`src/pkt_sync_config.svh`:
```
/*
 * packet aligner configuration.
 * build-time sizes for the stream word, the packet id,
 * the ingress buffers and the mismatch statistics.
 */
`ifndef PKT_SYNC_CONFIG_SVH
`define PKT_SYNC_CONFIG_SVH

// bytes carried by one data word.
`define PS_DATA_BYTES 4

// packet id carried in the user field of every word.
`define PS_PID_WID 8

// entries per ingress FIFO, a power of two.
`define PS_FIFO_DEPTH 4

// width of the saturating mismatch counter.
`define PS_CNT_WID 8

`endif

```
`src/axis_pkg.sv`:
```
/*
 * stream word types.
 * one word of a valid/ready packet stream: data, byte keep,
 * end-of-packet marker and a user field for metadata.
 */
`include "pkt_sync_config.svh"

package axis_pkg;

   typedef logic [`PS_DATA_BYTES*8-1:0] data_t;
   typedef logic [`PS_DATA_BYTES-1:0]   keep_t;

   // sized to hold the synchronizer metadata.
   typedef logic [`PS_PID_WID-1:0]      user_t;

   typedef struct packed {
      data_t data;
      keep_t keep;
      logic  last;
      user_t user;
   } stream_word_t;

endpackage

```
`src/sync_pkg.sv`:
```
/*
 * synchronizer types.
 * per-packet metadata found in the stream user field, and the
 * mismatch statistics count.
 */
`include "pkt_sync_config.svh"

package sync_pkg;

   // only meaningful on start-of-packet words.
   typedef struct packed {
      logic [`PS_PID_WID-1:0] pid;
   } sync_meta_t;

   typedef logic [`PS_CNT_WID-1:0] mismatch_cnt_t;

endpackage

```
`src/axis_if.sv`:
```
/*
 * valid/ready stream interface.
 * carries one payload per transfer; a transfer happens on every
 * cycle with valid and ready both high. the sender holds valid
 * and payload until the transfer and never waits on ready.
 */
interface axis_if
   import axis_pkg::*;
#(
   parameter type payload_t = stream_word_t
) ();

   logic     valid;
   logic     ready;
   payload_t payload;

   // sending side.
   modport tx (
      output valid,
      output payload,
      input  ready
   );

   // receiving side.
   modport rx (
      input  valid,
      input  payload,
      output ready
   );

endinterface

```
`src/pkt_sync_top.sv`:
```
/*
 * two-stream packet aligner.
 * each ingress stream goes through its own elastic FIFO, then the
 * synchronizer lines up packet starts across both streams and
 * checks that their packet ids agree.
 */
`include "pkt_sync_config.svh"

module pkt_sync_top
   import axis_pkg::*;
   import sync_pkg::*;
(
   input  logic                   clk,
   input  logic                   srst,

   input  logic                   in0_valid,
   output logic                   in0_ready,
   input  data_t                  in0_data,
   input  keep_t                  in0_keep,
   input  logic                   in0_last,
   input  logic [`PS_PID_WID-1:0] in0_pid,

   input  logic                   in1_valid,
   output logic                   in1_ready,
   input  data_t                  in1_data,
   input  keep_t                  in1_keep,
   input  logic                   in1_last,
   input  logic [`PS_PID_WID-1:0] in1_pid,

   output logic                   out0_valid,
   input  logic                   out0_ready,
   output data_t                  out0_data,
   output keep_t                  out0_keep,
   output logic                   out0_last,
   output logic [`PS_PID_WID-1:0] out0_pid,

   output logic                   out1_valid,
   input  logic                   out1_ready,
   output data_t                  out1_data,
   output keep_t                  out1_keep,
   output logic                   out1_last,
   output logic [`PS_PID_WID-1:0] out1_pid,

   output logic                   sop_mismatch,
   output mismatch_cnt_t          mismatch_count
);

   axis_if #(.payload_t(stream_word_t)) fifo0_in ();
   axis_if #(.payload_t(stream_word_t)) fifo1_in ();
   axis_if #(.payload_t(stream_word_t)) sync_in0 ();
   axis_if #(.payload_t(stream_word_t)) sync_in1 ();
   axis_if #(.payload_t(stream_word_t)) out0 ();
   axis_if #(.payload_t(stream_word_t)) out1 ();

   sync_meta_t in0_meta;
   sync_meta_t in1_meta;
   sync_meta_t out0_meta;
   sync_meta_t out1_meta;

   // ------------------------------------------------------------------
   // ingress packing, pid travels in the user field
   // ------------------------------------------------------------------
   assign in0_meta.pid     = in0_pid;
   assign fifo0_in.valid   = in0_valid;
   assign fifo0_in.payload = '{data: in0_data, keep: in0_keep, last: in0_last, user: in0_meta};
   assign in0_ready        = fifo0_in.ready;

   assign in1_meta.pid     = in1_pid;
   assign fifo1_in.valid   = in1_valid;
   assign fifo1_in.payload = '{data: in1_data, keep: in1_keep, last: in1_last, user: in1_meta};
   assign in1_ready        = fifo1_in.ready;

   // ------------------------------------------------------------------
   // datapath
   // ------------------------------------------------------------------
   stream_fifo #(.payload_t(stream_word_t), .DEPTH(`PS_FIFO_DEPTH)) u_fifo0 (
      .clk  (clk),
      .srst (srst),
      .in   (fifo0_in),
      .out  (sync_in0)
   );

   stream_fifo #(.payload_t(stream_word_t), .DEPTH(`PS_FIFO_DEPTH)) u_fifo1 (
      .clk  (clk),
      .srst (srst),
      .in   (fifo1_in),
      .out  (sync_in1)
   );

   stream_sync u_sync (
      .clk            (clk),
      .srst           (srst),
      .in0            (sync_in0),
      .in1            (sync_in1),
      .out0           (out0),
      .out1           (out1),
      .sop_mismatch   (sop_mismatch),
      .mismatch_count (mismatch_count)
   );

   // ------------------------------------------------------------------
   // egress unpacking
   // ------------------------------------------------------------------
   assign out0.ready = out0_ready;
   assign out0_valid = out0.valid;
   assign out0_data  = out0.payload.data;
   assign out0_keep  = out0.payload.keep;
   assign out0_last  = out0.payload.last;
   assign out0_meta  = out0.payload.user;
   assign out0_pid   = out0_meta.pid;

   assign out1.ready = out1_ready;
   assign out1_valid = out1.valid;
   assign out1_data  = out1.payload.data;
   assign out1_keep  = out1.payload.keep;
   assign out1_last  = out1.payload.last;
   assign out1_meta  = out1.payload.user;
   assign out1_pid   = out1_meta.pid;

endmodule

```
`src/stream_fifo.sv`:
```
/*
 * stream FIFO.
 * synchronous circular buffer on one valid/ready stream. ingress
 * ready follows free space only; the head word is presented with
 * valid from the cycle after it was written.
 */
`include "pkt_sync_config.svh"

module stream_fifo
   import axis_pkg::*;
#(
   parameter type payload_t = stream_word_t,
   parameter int  DEPTH     = `PS_FIFO_DEPTH
) (
   input  logic clk,
   input  logic srst,

   axis_if.rx   in,
   axis_if.tx   out
);

   localparam int AWID = $clog2(DEPTH);

   payload_t      mem [DEPTH];

   // extra msb tells a full buffer from an empty one.
   logic [AWID:0] wr_ptr;
   logic [AWID:0] rd_ptr;

   logic          full;
   logic          empty;
   logic          push;
   logic          pop;

   // ------------------------------------------------------------------
   // status and handshake
   // ------------------------------------------------------------------
   assign empty = (wr_ptr == rd_ptr);
   assign full  = (wr_ptr[AWID] != rd_ptr[AWID]) &&
                  (wr_ptr[AWID-1:0] == rd_ptr[AWID-1:0]);

   assign in.ready  = !full;
   assign push      = in.valid && !full;

   assign out.valid   = !empty;
   assign out.payload = mem[rd_ptr[AWID-1:0]];
   assign pop         = out.valid && out.ready;

   // ------------------------------------------------------------------
   // storage and pointers
   // ------------------------------------------------------------------
   always_ff @(posedge clk) begin
      if (push) begin
         mem[wr_ptr[AWID-1:0]] <= in.payload;
      end
   end

   always_ff @(posedge clk) begin
      if (srst) begin
         wr_ptr <= '0;
         rd_ptr <= '0;
      end else begin
         if (push) begin
            wr_ptr <= wr_ptr + 1'b1;
         end
         if (pop) begin
            rd_ptr <= rd_ptr + 1'b1;
         end
      end
   end

endmodule

```
`src/stream_sync.sv`:
```
/*
 * two-stream start-of-packet synchronizer.
 * holds whichever stream reaches a packet start first until the
 * other one does too, then releases both starts together when
 * their packet ids agree. an id disagreement stalls both streams
 * and is counted once. words inside a packet flow freely.
 */
module stream_sync
   import axis_pkg::*;
   import sync_pkg::*;
(
   input  logic          clk,
   input  logic          srst,

   axis_if.rx            in0,
   axis_if.rx            in1,
   axis_if.tx            out0,
   axis_if.tx            out1,

   output logic          sop_mismatch,
   output mismatch_cnt_t mismatch_count
);

   stream_word_t word0;
   stream_word_t word1;
   sync_meta_t   meta0;
   sync_meta_t   meta1;

   // index 0 and 1 follow the two streams.
   logic [1:0]   sop_q;
   logic [1:0]   xfer;
   logic [1:0]   xfer_last;

   logic         sync_sop;
   logic         match;
   logic         release0;
   logic         release1;
   logic         mismatch_q;

   assign word0 = in0.payload;
   assign word1 = in1.payload;
   assign meta0 = word0.user;
   assign meta1 = word1.user;

   // ------------------------------------------------------------------
   // start-of-packet tracking
   // ------------------------------------------------------------------
   assign xfer[0]      = in0.valid && in0.ready;
   assign xfer[1]      = in1.valid && in1.ready;
   assign xfer_last[0] = word0.last;
   assign xfer_last[1] = word1.last;

   // the next word is a packet start after a last word.
   always_ff @(posedge clk) begin
      if (srst) begin
         sop_q <= 2'b11;
      end else begin
         for (int i = 0; i < 2; i++) begin
            if (xfer[i]) begin
               sop_q[i] <= xfer_last[i];
            end
         end
      end
   end

   // ------------------------------------------------------------------
   // id compare and joint release
   // ------------------------------------------------------------------
   assign sync_sop     = sop_q[0] && in0.valid && sop_q[1] && in1.valid;
   assign match        = (meta0.pid == meta1.pid);
   assign sop_mismatch = sync_sop && !match;

   // a start word leaves only when its partner can leave with it.
   assign release0 = (sync_sop && match && out1.ready) || !sop_q[0];
   assign release1 = (sync_sop && match && out0.ready) || !sop_q[1];

   assign in0.ready    = out0.ready && release0;
   assign out0.valid   = in0.valid && release0;
   assign out0.payload = in0.payload;

   assign in1.ready    = out1.ready && release1;
   assign out1.valid   = in1.valid && release1;
   assign out1.payload = in1.payload;

   // ------------------------------------------------------------------
   // mismatch statistics
   // ------------------------------------------------------------------
   // count the rising edge only, stop at full scale.
   always_ff @(posedge clk) begin
      if (srst) begin
         mismatch_q     <= 1'b0;
         mismatch_count <= '0;
      end else begin
         mismatch_q <= sop_mismatch;
         if (sop_mismatch && !mismatch_q && (mismatch_count != '1)) begin
            mismatch_count <= mismatch_count + 1'b1;
         end
      end
   end

endmodule

```
`config.mk`:
```
export PLATFORM = sky130hd
export DESIGN_NAME = pkt_sync_top
export DESIGN_NICKNAME = d
export VERILOG_FILES = /design/src/axis_pkg.sv /design/src/sync_pkg.sv /design/src/axis_if.sv /design/src/pkt_sync_top.sv /design/src/stream_fifo.sv /design/src/stream_sync.sv
export VERILOG_INCLUDE_DIRS = /design/src /design/src/src
export SDC_FILE = /design/constraint.sdc
export NUM_CORES = 1
export LEC_CHECK = 0
export BUFFER_PORTS_ARGS = -buffer_cell sky130_fd_sc_hd__buf_2
export CAP_MARGIN = 40
export CORE_MARGIN = 3
export CORE_UTILIZATION = 35
export CTS_CLUSTER_SIZE = 8
export DETAILED_ROUTE_END_ITERATION = 7
export PLACE_DENSITY_LB_ADDON = 0.2
export SLEW_MARGIN = 40
export SYNTH_ARGS = -nofsm -noshare
export SYNTH_HDL_FRONTEND = slang
export SYNTH_SLANG_ARGS = --single-unit
```
`constraint.sdc`:
```
create_clock -name clk -period 3.2 [get_ports clk]
set_input_delay 0.16 -clock clk [delete_from_list [all_inputs] [get_ports clk]]
set_output_delay 0.16 -clock clk [all_outputs]
set_load 0.02 [all_outputs]
```
Word level (Yosys, flattened, before mapping) --
Memories as Yosys holds them, arrays and structs flattened. A register that Yosys moved wholly into a read port is not among the register bits. Index checks and enable logic that the tools add are counted.
Cells by class: add/sub/neg operators 5, eq/ne operators 8, multiplexer cells 8, reductions and logical operators 29
Operator list (number):
- 1-bit logical AND | 19
- 3-bit by 1-bit adder with 3-bit output (second input constant) | 4
- 8-bit by 1-bit adder with 8-bit output (second input constant) | 1
- 8-bit equality test | 1
- 1-bit logical NOT | 8
- 2-bit 2-to-1 mux | 4
- 8-bit inequality test (second input constant) | 1
- 3-bit equality test | 2
- 2-bit equality test | 2
- 1-bit 2-to-1 mux | 4
- 1-bit logical OR | 2
- 1-bit inequality test | 2
Word-level totals: flip-flop bits (word level) 23, RAM bits 360, input bits 96, memories 2
Memory list:
- u_fifo0.mem | depth 4, width 45, read ports 1, clocked after memory_dff 1, wr ports 1, RTL line stream_fifo.sv:24 | payload_t mem [DEPTH];
- u_fifo1.mem | depth 4, width 45, read ports 1, clocked after memory_dff 1, wr ports 1, RTL line stream_fifo.sv:24

Logic depth before layout (Yosys ltp) --
Gate-level depths: netlist of the first run.
depth after elaboration 12, mapped depth 9

Modules after synthesis --
A second synthesis of the first run with hierarchy kept.
Unflattened totals: cell total of the unflattened synthesis 782, area, all modules 15476.1 sq um
Modules (own cells, without submodules):
- stream_fifo | times used 2, cells an instance 305, area each 7044.3 sq um
- stream_sync | times used 1, cells an instance 172, area each 1387.6 sq um

Worst setup path after synthesis of the first run --
OpenSTA, ideal clock, no wires.
path kind register -> register, from register (tool-made name), to register u_sync.mismatch_count[5], library setup time 121 ps, arrival 2423 ps, required time 3079 ps, setup slack 656 ps, stages on the path, launching flop included 9, period minus slack after synthesis 2544 ps, path through dfxtp_1 > buf_2 > mux4_2 > xnor2_1 > nand4_1 > o21ai_1 > buf_2 > nor4_1 > mux2_2
RTL lines:
- to (signal assigned) | RTL line stream_sync.sv:96 | mismatch_count <= mismatch_count + 1'b1;
- to (decl) | RTL line stream_sync.sv:21 | output mismatch_cnt_t mismatch_count

==> metrics, run 1 <==
first-pass GRT wire length=just under 50000 um; critical path type=flip-flop to output port; pin count of the biggest net entering global routing=46; filler instances=~3.4k; multiplexer share of the synthesized area=between 10% and 20%; clk slew on worst S/H paths=0.05 ns; CTS Buf Count=54; Yosys reg bits=approximately 390; area leader, netlist=edfxtp_1; Initial Utilization=a little over a third; ranking of synthesized cells by area=edfxtp_1 75%, mux4_2 14%, dfxtp_1 3.7%; simple-gate share of the synthesized area=under 10%; I/O Pins=a little under 200; Mapped Cells=between 600 and 700; initial antenna violation count=1; commonest cells in the netlist=360 x edfxtp_1, 90 x mux4_2, 27 x dfxtp_1; Synth cell types=37; Die Ht=approximately 210 um; final hold vios=0; DRC violations left=0; later-pin clock latency in the skew report=0.56 ns; prevailing post-synth register cell=edfxtp_1; worst hold path depth=4; Register-to-Register Path Depth=8; EDFF count, synth=360; Slew headroom=between 40% and 50%; final setup violation count=0; DRT Pass-1 Iters=4; DIE AREA=~0.044 mm^2; Remaining Overflow, GRT=0; Setup TNS=0 ns; Syn Nets=~750; WP data arrival=2.78 ns; Final Power=11.7 mW; Die X=209 um; largest family of logic cells by synthesized area=multiplexers; final design utilization=a little under half; Vias/cell=approximately 4.8; PortBufs=slightly below 200; Rows=73; YS warnings=0; Fmax=0.340 GHz; remaining antenna violation count=0; vias in the first global route=between 8k and 9k; synth-to-layout area growth=29.4%; crit start category=flip-flop; layout cell share with drive strength beyond 1=between 30% and 40%; min-delay src=out0_ready; cell area after synthesis=about 0.014 mm^2; vias after detailed routing=about 7.4k; Final Skew=roughly 0.01 ns; drt initial violations=approximately 370; clock tree sinks=slightly below 400; final worst-path cycle share=between 90 and 100%; core footprint=around 0.04 mm^2; post-synthesis xor/xnor area fraction=~1.1%; GRT Util Overall=between 10% and 20%; RSZ-0062 raised after global routing=no; Synth top area share=about three quarters; max_cap viols=0; placed inst area=between 0.015 and 0.02 mm^2; status=finished clean; Final min period=around 3 ns; register area share after synthesis=about four fifths; Synth Area in Adders=less than 1%; # H-tree levels=2; Leak Pwr=around 6.4 nW; Peak VDD IR=between 0.3 and 0.4 mV; highest fanout seen on the critical path=9; register-to-register setup slack=roughly 0.53 ns; Final #Nets=approximately 1.1k; Critical R2R Capture=u_fifo1.rd_ptr[2]; Slew Limit Fails=0; Bufs on Longest Clock Path=3; Cell Pwr Density=629 mW/mm^2; CTS tree=yes; worst-margin pin slew=0.790 ns; post-synthesis average cell area=about 22 um^2; routability cong.=just over 0.7; Synth Area in Compound Gates=approximately 1.2%; critical path required time=around 3.0 ns; Setup crit end kind=output port; HP Class=input pin to flip-flop; Finished Layout Cells=about 1.5k; Post-synth ARST share=0%; detailed placement HPWL=between 15000 and 20000 um; dominant cell by count in the synthesized netlist=edfxtp_1; Wirelength per Cell=about 20 um; post-route design area=0.0187 mm^2; dpl cells=between 1k and 1.5k; WL final=~31000 um; Clock Tree Root=clkbuf_16
[sequential cells by signal, summed over array words and instances (netlist names), named ones only]
register	count
u_fifo1.mem	180
u_fifo0.mem	180
u_sync.mismatch_count	8
u_sync.sop_q	2
u_sync.mismatch_q	1
u_fifo0.rd_ptr	3
u_fifo0.wr_ptr	3
u_fifo1.wr_ptr	3
u_fifo1.rd_ptr	3
[how the worst max path moves through the flow]
stage	endpoint	cells after the start	slack, ns
after floorplan	u_sync.mismatch_count[5]	8	0.66
after global placement	u_fifo0.rd_ptr[2]	6	0.30
after detailed placement	u_fifo0.rd_ptr[2]	6	0.32
after CTS	out0_valid	6	0.06
after global routing	out1_valid	8	0.08
final	out0_valid	7	0.26
[what timing repair did]
action / 4_1_cts / 5_1_grt
endpoints found under the hold margin: 361 / 0
pin swaps: 0 / 1
gates resized for setup: 1 / 2
setup endpoints to repair: 2 / 2
setup buffers: 4 / 3
hold buffers: 91 / 0
[layer usage]
layer	global-route usage [%]	routed length, um
met4	4.92	668
met2	23.3	15400
met5	0	0
met1	19.4	13600
met3	3.72	1750
[final cells by class]
type | count | area (um^2) | share of cell area (%)
multi-input cells | 224 | 2960 | 15.9
well taps | 525 | 657 | 3.52
flip-flops and latches | 387 | 11400 | 60.9
clock buffers | 76 | 1460 | 7.79
repair buffers | 313 | 2160 | 11.6
clock inverters | 2 | 38.8 | 0.208
inverters | 9 | 33.8 | 0.181
diodes | 1 | 2.50 | 0.0134
[metrics by stage]
step / hold WS [ns] / setup slack [ns]
floorplan: 0.259 / 0.656
global placement: 0.377 / 0.300
detailed placement: 0.380 / 0.317
CTS: 0.00518 / 0.0569
global route: 0.0486 / 0.0803
finish: 0.0414 / 0.262
[kinds of logic after synthesis]
logic type / after synthesis
adders and majority gates: 11
and+or+nand+nor: 71
AOI/OAI and AO/OA: 29
buffers and inverters: 34
muxes: 95
DFF: 387
xor gates and xnor gates: 18
[report_power, final]
part / internal, mW / switching (mW)
logic: 0.329 / 0.481
clock network: 3.16 / 1.94
registers: 5.78 / 0.0504
[cell usage in the layout, fill, tap and decap left out, types with 8 or more instances in the layout]
cell,instances
clkbuf_1,21
clkbuf_16,55
buf_2,198
mux4_2,90
and3_2,8
a21oi_1,11
nand3_1,11
edfxtp_1,360
dfxtp_1,23
inv_1,9
dlygate4sd3_1,91
xnor2_1,17
ha_1,11
nor2_1,15
buf_4,18
[worst max-delay path: stages (launching register included)]
cell and delay [ns]:
dfxtp_4 0.44, mux4_2 0.54, xnor2_1 0.20, nand4_1 0.10
buf_4 0.17, o41ai_2 0.36, and2_1 0.22, buf_2 0.17
No activity file was read; power rests on OpenSTA's default activity.
==> run 2: changes to the inputs <==
Settings changed: CORE_ASPECT_RATIO from default to 0.8.
==> run 2 against run 1 <==
Effect of this change: sequential share of layout area is essentially flat; combinational power shrank 0.5%; final cell count grew 1.0%; wire length grew 0.36%; largest power group unchanged; highest routed layer unchanged.
==> metrics, run 2 (same netlist as run 1, synthesis figures left out) <==
sequential group share of total power=49.9%; Cell Pwr Density=626 mW/mm^2; DRC violations left=0; Bufs on Longest Clock Path=3; layout cell share with drive strength beyond 1=between 30% and 40%; vias after detailed routing=roughly 7.4k; Finished Layout Cells=roughly 1.6k; most common library cell in the layout ignoring fill and taps=edfxtp_1; pre-CTS setup slack=between 0.2 and 0.25 ns; post-route design area=approximately 0.019 mm^2; later-pin clock latency in the skew report=approximately 0.56 ns; RSZ-0062 raised after global routing=no; clk slew on worst S/H paths=around 0.050 ns; drt initial violations=about 380; most frequent cells in the layout=360 x edfxtp_1, 198 x buf_2, 91 x dlygate4sd3_1, 90 x mux4_2, 55 x clkbuf_16; crit start category=flip-flop; Fmax=~0.34 GHz; CTS tree=yes; Leak Pwr=6.40 nW; Die Ht=188 um; final hold vios=0; core footprint=0.0400 mm^2; detailed placement HPWL=~20000 um; Peak VDD IR=just over 0.4 mV; power share of the combinational group=between 6 and 7%; highest fanout seen on the critical path=11; clock power share=between 40 and 50%; DRT Pass-1 Iters=5; pin count of the biggest net entering global routing=47; Slew headroom=46.4%; CP delay by family, top=multiplexers; Final min period=2.95 ns; Slew Limit Fails=0; remaining antenna violation count=0; Clock Tree Root=clkbuf_16; I/O Pins=~200; Setup crit end kind=output port; Critical Path Max Stage Delay=0.57 ns; P_sw=about 2.5 mW; DIE AREA=approximately 0.044 mm^2; WP data arrival=about 2.8 ns; Rows=65; Critical Path, Cell by Cell=mux4_2 > xnor2_1 > nand4_1 > buf_4 > o41ai_4 > and2_1 > buf_2; Int Pwr=9.20 mW; CP Buf/Inv Count=2; first-pass GRT wire length=49000 um; routability cong.=0.702; worst-margin pin slew=0.802 ns; Hold WS=between 0.06 and 0.07 ns; Die X=about 230 um; final design utilization=between 40% and 50%; HP Class=input pin to flip-flop; CTS Buf Count=54; critical path required time=roughly 3.0 ns; Vias/cell=around 4.8; Final #Nets=roughly 1.1k; # H-tree levels=2; dpl cells=~1.4k; max_cap viols=0; PortBufs=198; Sw Ratio=a little over a fifth; Setup TNS=0 ns; setup ws final=roughly 0.25 ns; Remaining Overflow, GRT=0; vias in the first global route=approximately 8.1k; Initial Utilization=approximately 36%; Final Skew=roughly 0.015 ns; synth-to-layout area growth=29.5%; initial antenna violation count=2; status=finished clean; Wirelength per Cell=around 20 um; clock tree sinks=a little under 400; WL final=about 32000 um; critical path type=flip-flop to output port; final setup violation count=0; final worst-path cycle share=around 92%; placed inst area=0.0162 mm^2; CP max stage cell=mux4_2; Final Power=~12 mW; GRT Util Overall=approximately 15%
run 2: cell types whose count changed in the layout (fill, tap and decap cells not counted):
| cell | delta |
|---|---|
| buf_12 | -3 |
| a21boi_1 | -1 |
| bufinv_16 | -1 |
| o41ai_4 | +1 |
| buf_4 | +7 |
| o41ai_2 | -1 |
| inv_6 | -1 |
| a21boi_0 | +1 |
| clkinv_2 | +1 |
| clkbuf_1 | -1 |
| diode_2 | +1 |
| clkinv_8 | +2 |
run 2: repair_timing:
action | 4_1_cts | 5_1_grt
endpoints found under the setup margin | 2 | 2
resized for setup | 2 | 1
hold buffers | 91 | 0
buffers inserted | 4 | 1
pin swaps | 1 | 1
hold endpoints to repair | 361 | 0
run 2: metal layers:
layer | up-vias | GRT usage (%) | wire, um
met5 | - | 0 | 0
met4 | 0 | 4.81 | 829
met3 | 58 | 3.71 | 1700
met2 | 167 | 23.3 | 15300
met1 | 3803 | 20.0 | 13700
li1 | 3392 | - | -
run 2: worst paths after layout:
| check | slack, ns | startpoint | depth (start not counted) | end |
|---|---|---|---|---|
| max reg2reg | 0.66 | flip-flop | 7 | flip-flop |
| min reg2reg | 0.52 | u_sync.mismatch_count[0] | 2 | u_sync.mismatch_count[0] |
| max | 0.25 | flip-flop | 7 | out0_valid |
| min | 0.06 | srst | 2 | u_sync.mismatch_q |
run 2: worst register-to-register path: stages (launching register included):
cell,delay (ns)
dfxtp_4,0.47
mux4_2,0.57
xnor2_1,0.19
nand4_1,0.11
buf_4,0.17
o41a_1,0.39
or3_1,0.38
a21oi_1,0.16
run 2: power groups by stage:
stage,clock (mW),sequential (mW),combinational [mW]
floorplan,0,5.92,0.384
global placement,0,5.93,0.724
detailed placement,0,5.93,0.731
CTS,5.21,5.84,0.830
global route,5.44,5.85,0.883
finish,5.05,5.83,0.807
run 2: layout make-up:
cell class / count / area, um^2
clock inverter: 3 / 37.5
antenna: 2 / 5.00
sequential: 387 / 11400
tap: 536 / 671
fill: 3417 / 21300
inverter: 9 / 33.8
timing repair buffer: 317 / 2150
multi-input combinational: 224 / 2970
clock buffer: 75 / 1450
==> run 3: changes to the inputs <==
--- a/config.mk
+++ b/config.mk
@@ -8,2 +8,3 @@
 export LEC_CHECK = 0
+export ABC_AREA = 0
 export BUFFER_PORTS_ARGS = -buffer_cell sky130_fd_sc_hd__buf_2
--- a/constraint.sdc
+++ b/constraint.sdc
@@ -3,2 +3,2 @@
 set_output_delay 0.16 -clock clk [all_outputs]
-set_load 0.02 [all_outputs]
+set_load 0.01 [all_outputs]
==> run 3 against run 2 <==
Effect of this change: largest power group unchanged; clock skew down 0.0051 ns; first-iteration DRC count down 6.6%; highest routed layer is now met5; worst setup slack worse by 0.058 ns; register-to-register slack worse by 0.26 ns; count of clock-buffer cells in the layout unchanged.
==> metrics, run 3 (same netlist as run 1, synthesis figures left out) <==
CP max stage cell=mux4_2; vias in the first global route=between 8k and 9k; initial antenna violation count=2; Setup crit end kind=output port; critical path required time=3.04 ns; Wirelength per Cell=between 20 and 25 um; synth-to-layout area growth=29.6%; worst hold path depth=4; Peak VDD IR=between 0.3 and 0.4 mV; DRT Pass-1 Iters=4; Cell Pwr Density=620 mW/mm^2; Initial Utilization=roughly 36%; Register-to-Register Path Depth=8; Rows=65; pin count of the biggest net entering global routing=46; detailed placement HPWL=approximately 20000 um; core footprint=0.0400 mm^2; register-to-register setup slack=~0.4 ns; Critical Path, Cell by Cell=mux4_2 > xnor2_1 > nand4_1 > buf_4 > o41ai_4 > and2_1 > buf_2; later-pin clock latency in the skew report=between 0.5 and 0.6 ns; Die X=about 230 um; Die Ht=about 190 um; min-delay src=out0_ready; I/O Pins=roughly 200; final hold vios=0; Final Skew=0.00947 ns; remaining antenna violation count=0; Remaining Overflow, GRT=0; vias after detailed routing=~7.4k; worst-margin pin slew=0.746 ns; status=finished clean; Final Power=around 12 mW; final worst-path cycle share=94.1%; highest fanout seen on the critical path=14; final setup violation count=0; DRC violations left=0; Fmax=~0.33 GHz; Critical Path Max Stage Delay=0.57 ns; critical path type=flip-flop to output port; # H-tree levels=2; CTS Buf Count=54; WP data arrival=roughly 2.9 ns; final design utilization=between 40% and 50%; layout cell share with drive strength beyond 1=between 30 and 40%; Slew Limit Fails=0; routability cong.=slightly above 0.7; Setup TNS=0 ns; Slew headroom=roughly 50%; clock power share=roughly 43%; power share of the combinational group=between 6 and 7%; RSZ-0062 raised after global routing=no; dpl cells=between 1k and 1.5k; Final #Nets=about 1.1k; WL final=roughly 31000 um; Leak Pwr=around 6.4 nW; crit start category=flip-flop; CTS tree=yes; filler instances=~3.4k; first-pass GRT wire length=about 49000 um; DIE AREA=0.0437 mm^2; Bufs on Longest Clock Path=3; HP Class=input pin to flip-flop; clock tree sinks=between 300 and 400; CP delay by family, top=multiplexers; Critical R2R Capture=u_fifo1.rd_ptr[2]; most common library cell in the layout ignoring fill and taps=edfxtp_1; clk slew on worst S/H paths=~0.050 ns; most frequent cells in the layout=360 x edfxtp_1, 198 x buf_2, 91 x dlygate4sd3_1, 90 x mux4_2, 55 x clkbuf_16; Finished Layout Cells=~1.5k; Sw Ratio=about a fifth; Final min period=approximately 3 ns; Int Pwr=just over 9 mW; P_sw=between 2 and 2.5 mW; drt initial violations=approximately 350; PortBufs=between 150 and 200; GRT Util Overall=~15%; Vias/cell=4.79; Clock Tree Root=clkbuf_16; sequential group share of total power=50.3%; max_cap viols=0; CP Buf/Inv Count=2
-- run 3: metrics by stage --
step                      area (um^2)  worst slack [ns]  hold WS, ns
after floorplan                 14400             0.703        0.259
after global placement          16200             0.360        0.376
after detailed placement        16200             0.305        0.374
after CTS                       18700           0.00872      0.00322
after global routing            18700          0.000739       0.0685
final                           18700             0.190       0.0513
-- run 3: layout make-up --
cell class              count  area [um^2]  share of cell area (%)
repair buffers            314         2150                    11.5
clock buffers              75         1460                    7.82
inverters                   9         33.8                   0.181
flip-flops and latches    387        11400                    60.8
clock inverters             3         36.3                   0.194
diodes                      1         2.50                  0.0134
well taps                 536          671                    3.59
multi-input cells         224         2980                    15.9
-- run 3: power groups by stage --
stage / logic (mW) / registers (mW) / clock network [mW]
final: 0.734 / 5.84 / 5.03
after global routing: 0.805 / 5.85 / 5.43
after CTS: 0.752 / 5.84 / 5.22
after detailed placement: 0.651 / 5.93 / 0
after global placement: 0.648 / 5.93 / 0
after floorplan: 0.313 / 5.92 / 0
-- run 3: worst register-to-register path, stage by stage (launching register included) --
cell	delay, ns
dfxtp_4	0.53
mux4_2	0.59
xnor2_1	0.22
nand4_1	0.10
buf_4	0.18
buf_4	0.14
nor4_1	0.46
o21ai_0	0.18
mux2_2	0.29
-- run 3: how the worst max path moves through the flow --
stage,startpoint,end,slack (ns),cells past startpoint
6_report,flip-flop,out0_valid,0.19,7
5_1_grt,flip-flop,out0_valid,0.0007,7
4_1_cts,flip-flop,out0_valid,0.009,6
3_5_place_dp,flip-flop,u_fifo0.rd_ptr[2],0.31,6
3_3_place_gp,flip-flop,u_fifo0.rd_ptr[2],0.36,6
2_1_floorplan,flip-flop,u_sync.mismatch_count[5],0.70,8
-- run 3: repair_timing --
item,CTS,global route
setup buffers,5,1
gates resized for setup,2,0
setup endpoints to repair,1,3
hold buffers,91,0
pin swaps,1,1
hold endpoints to repair,361,0
-- run 3: layer usage --
metal / part of all wire, % / track usage (%)
met1: 45 / 20.0
met2: 49 / 23.4
met3: 4.6 / 3.57
met4: 1.9 / 4.12
met5: 0.022 / 0
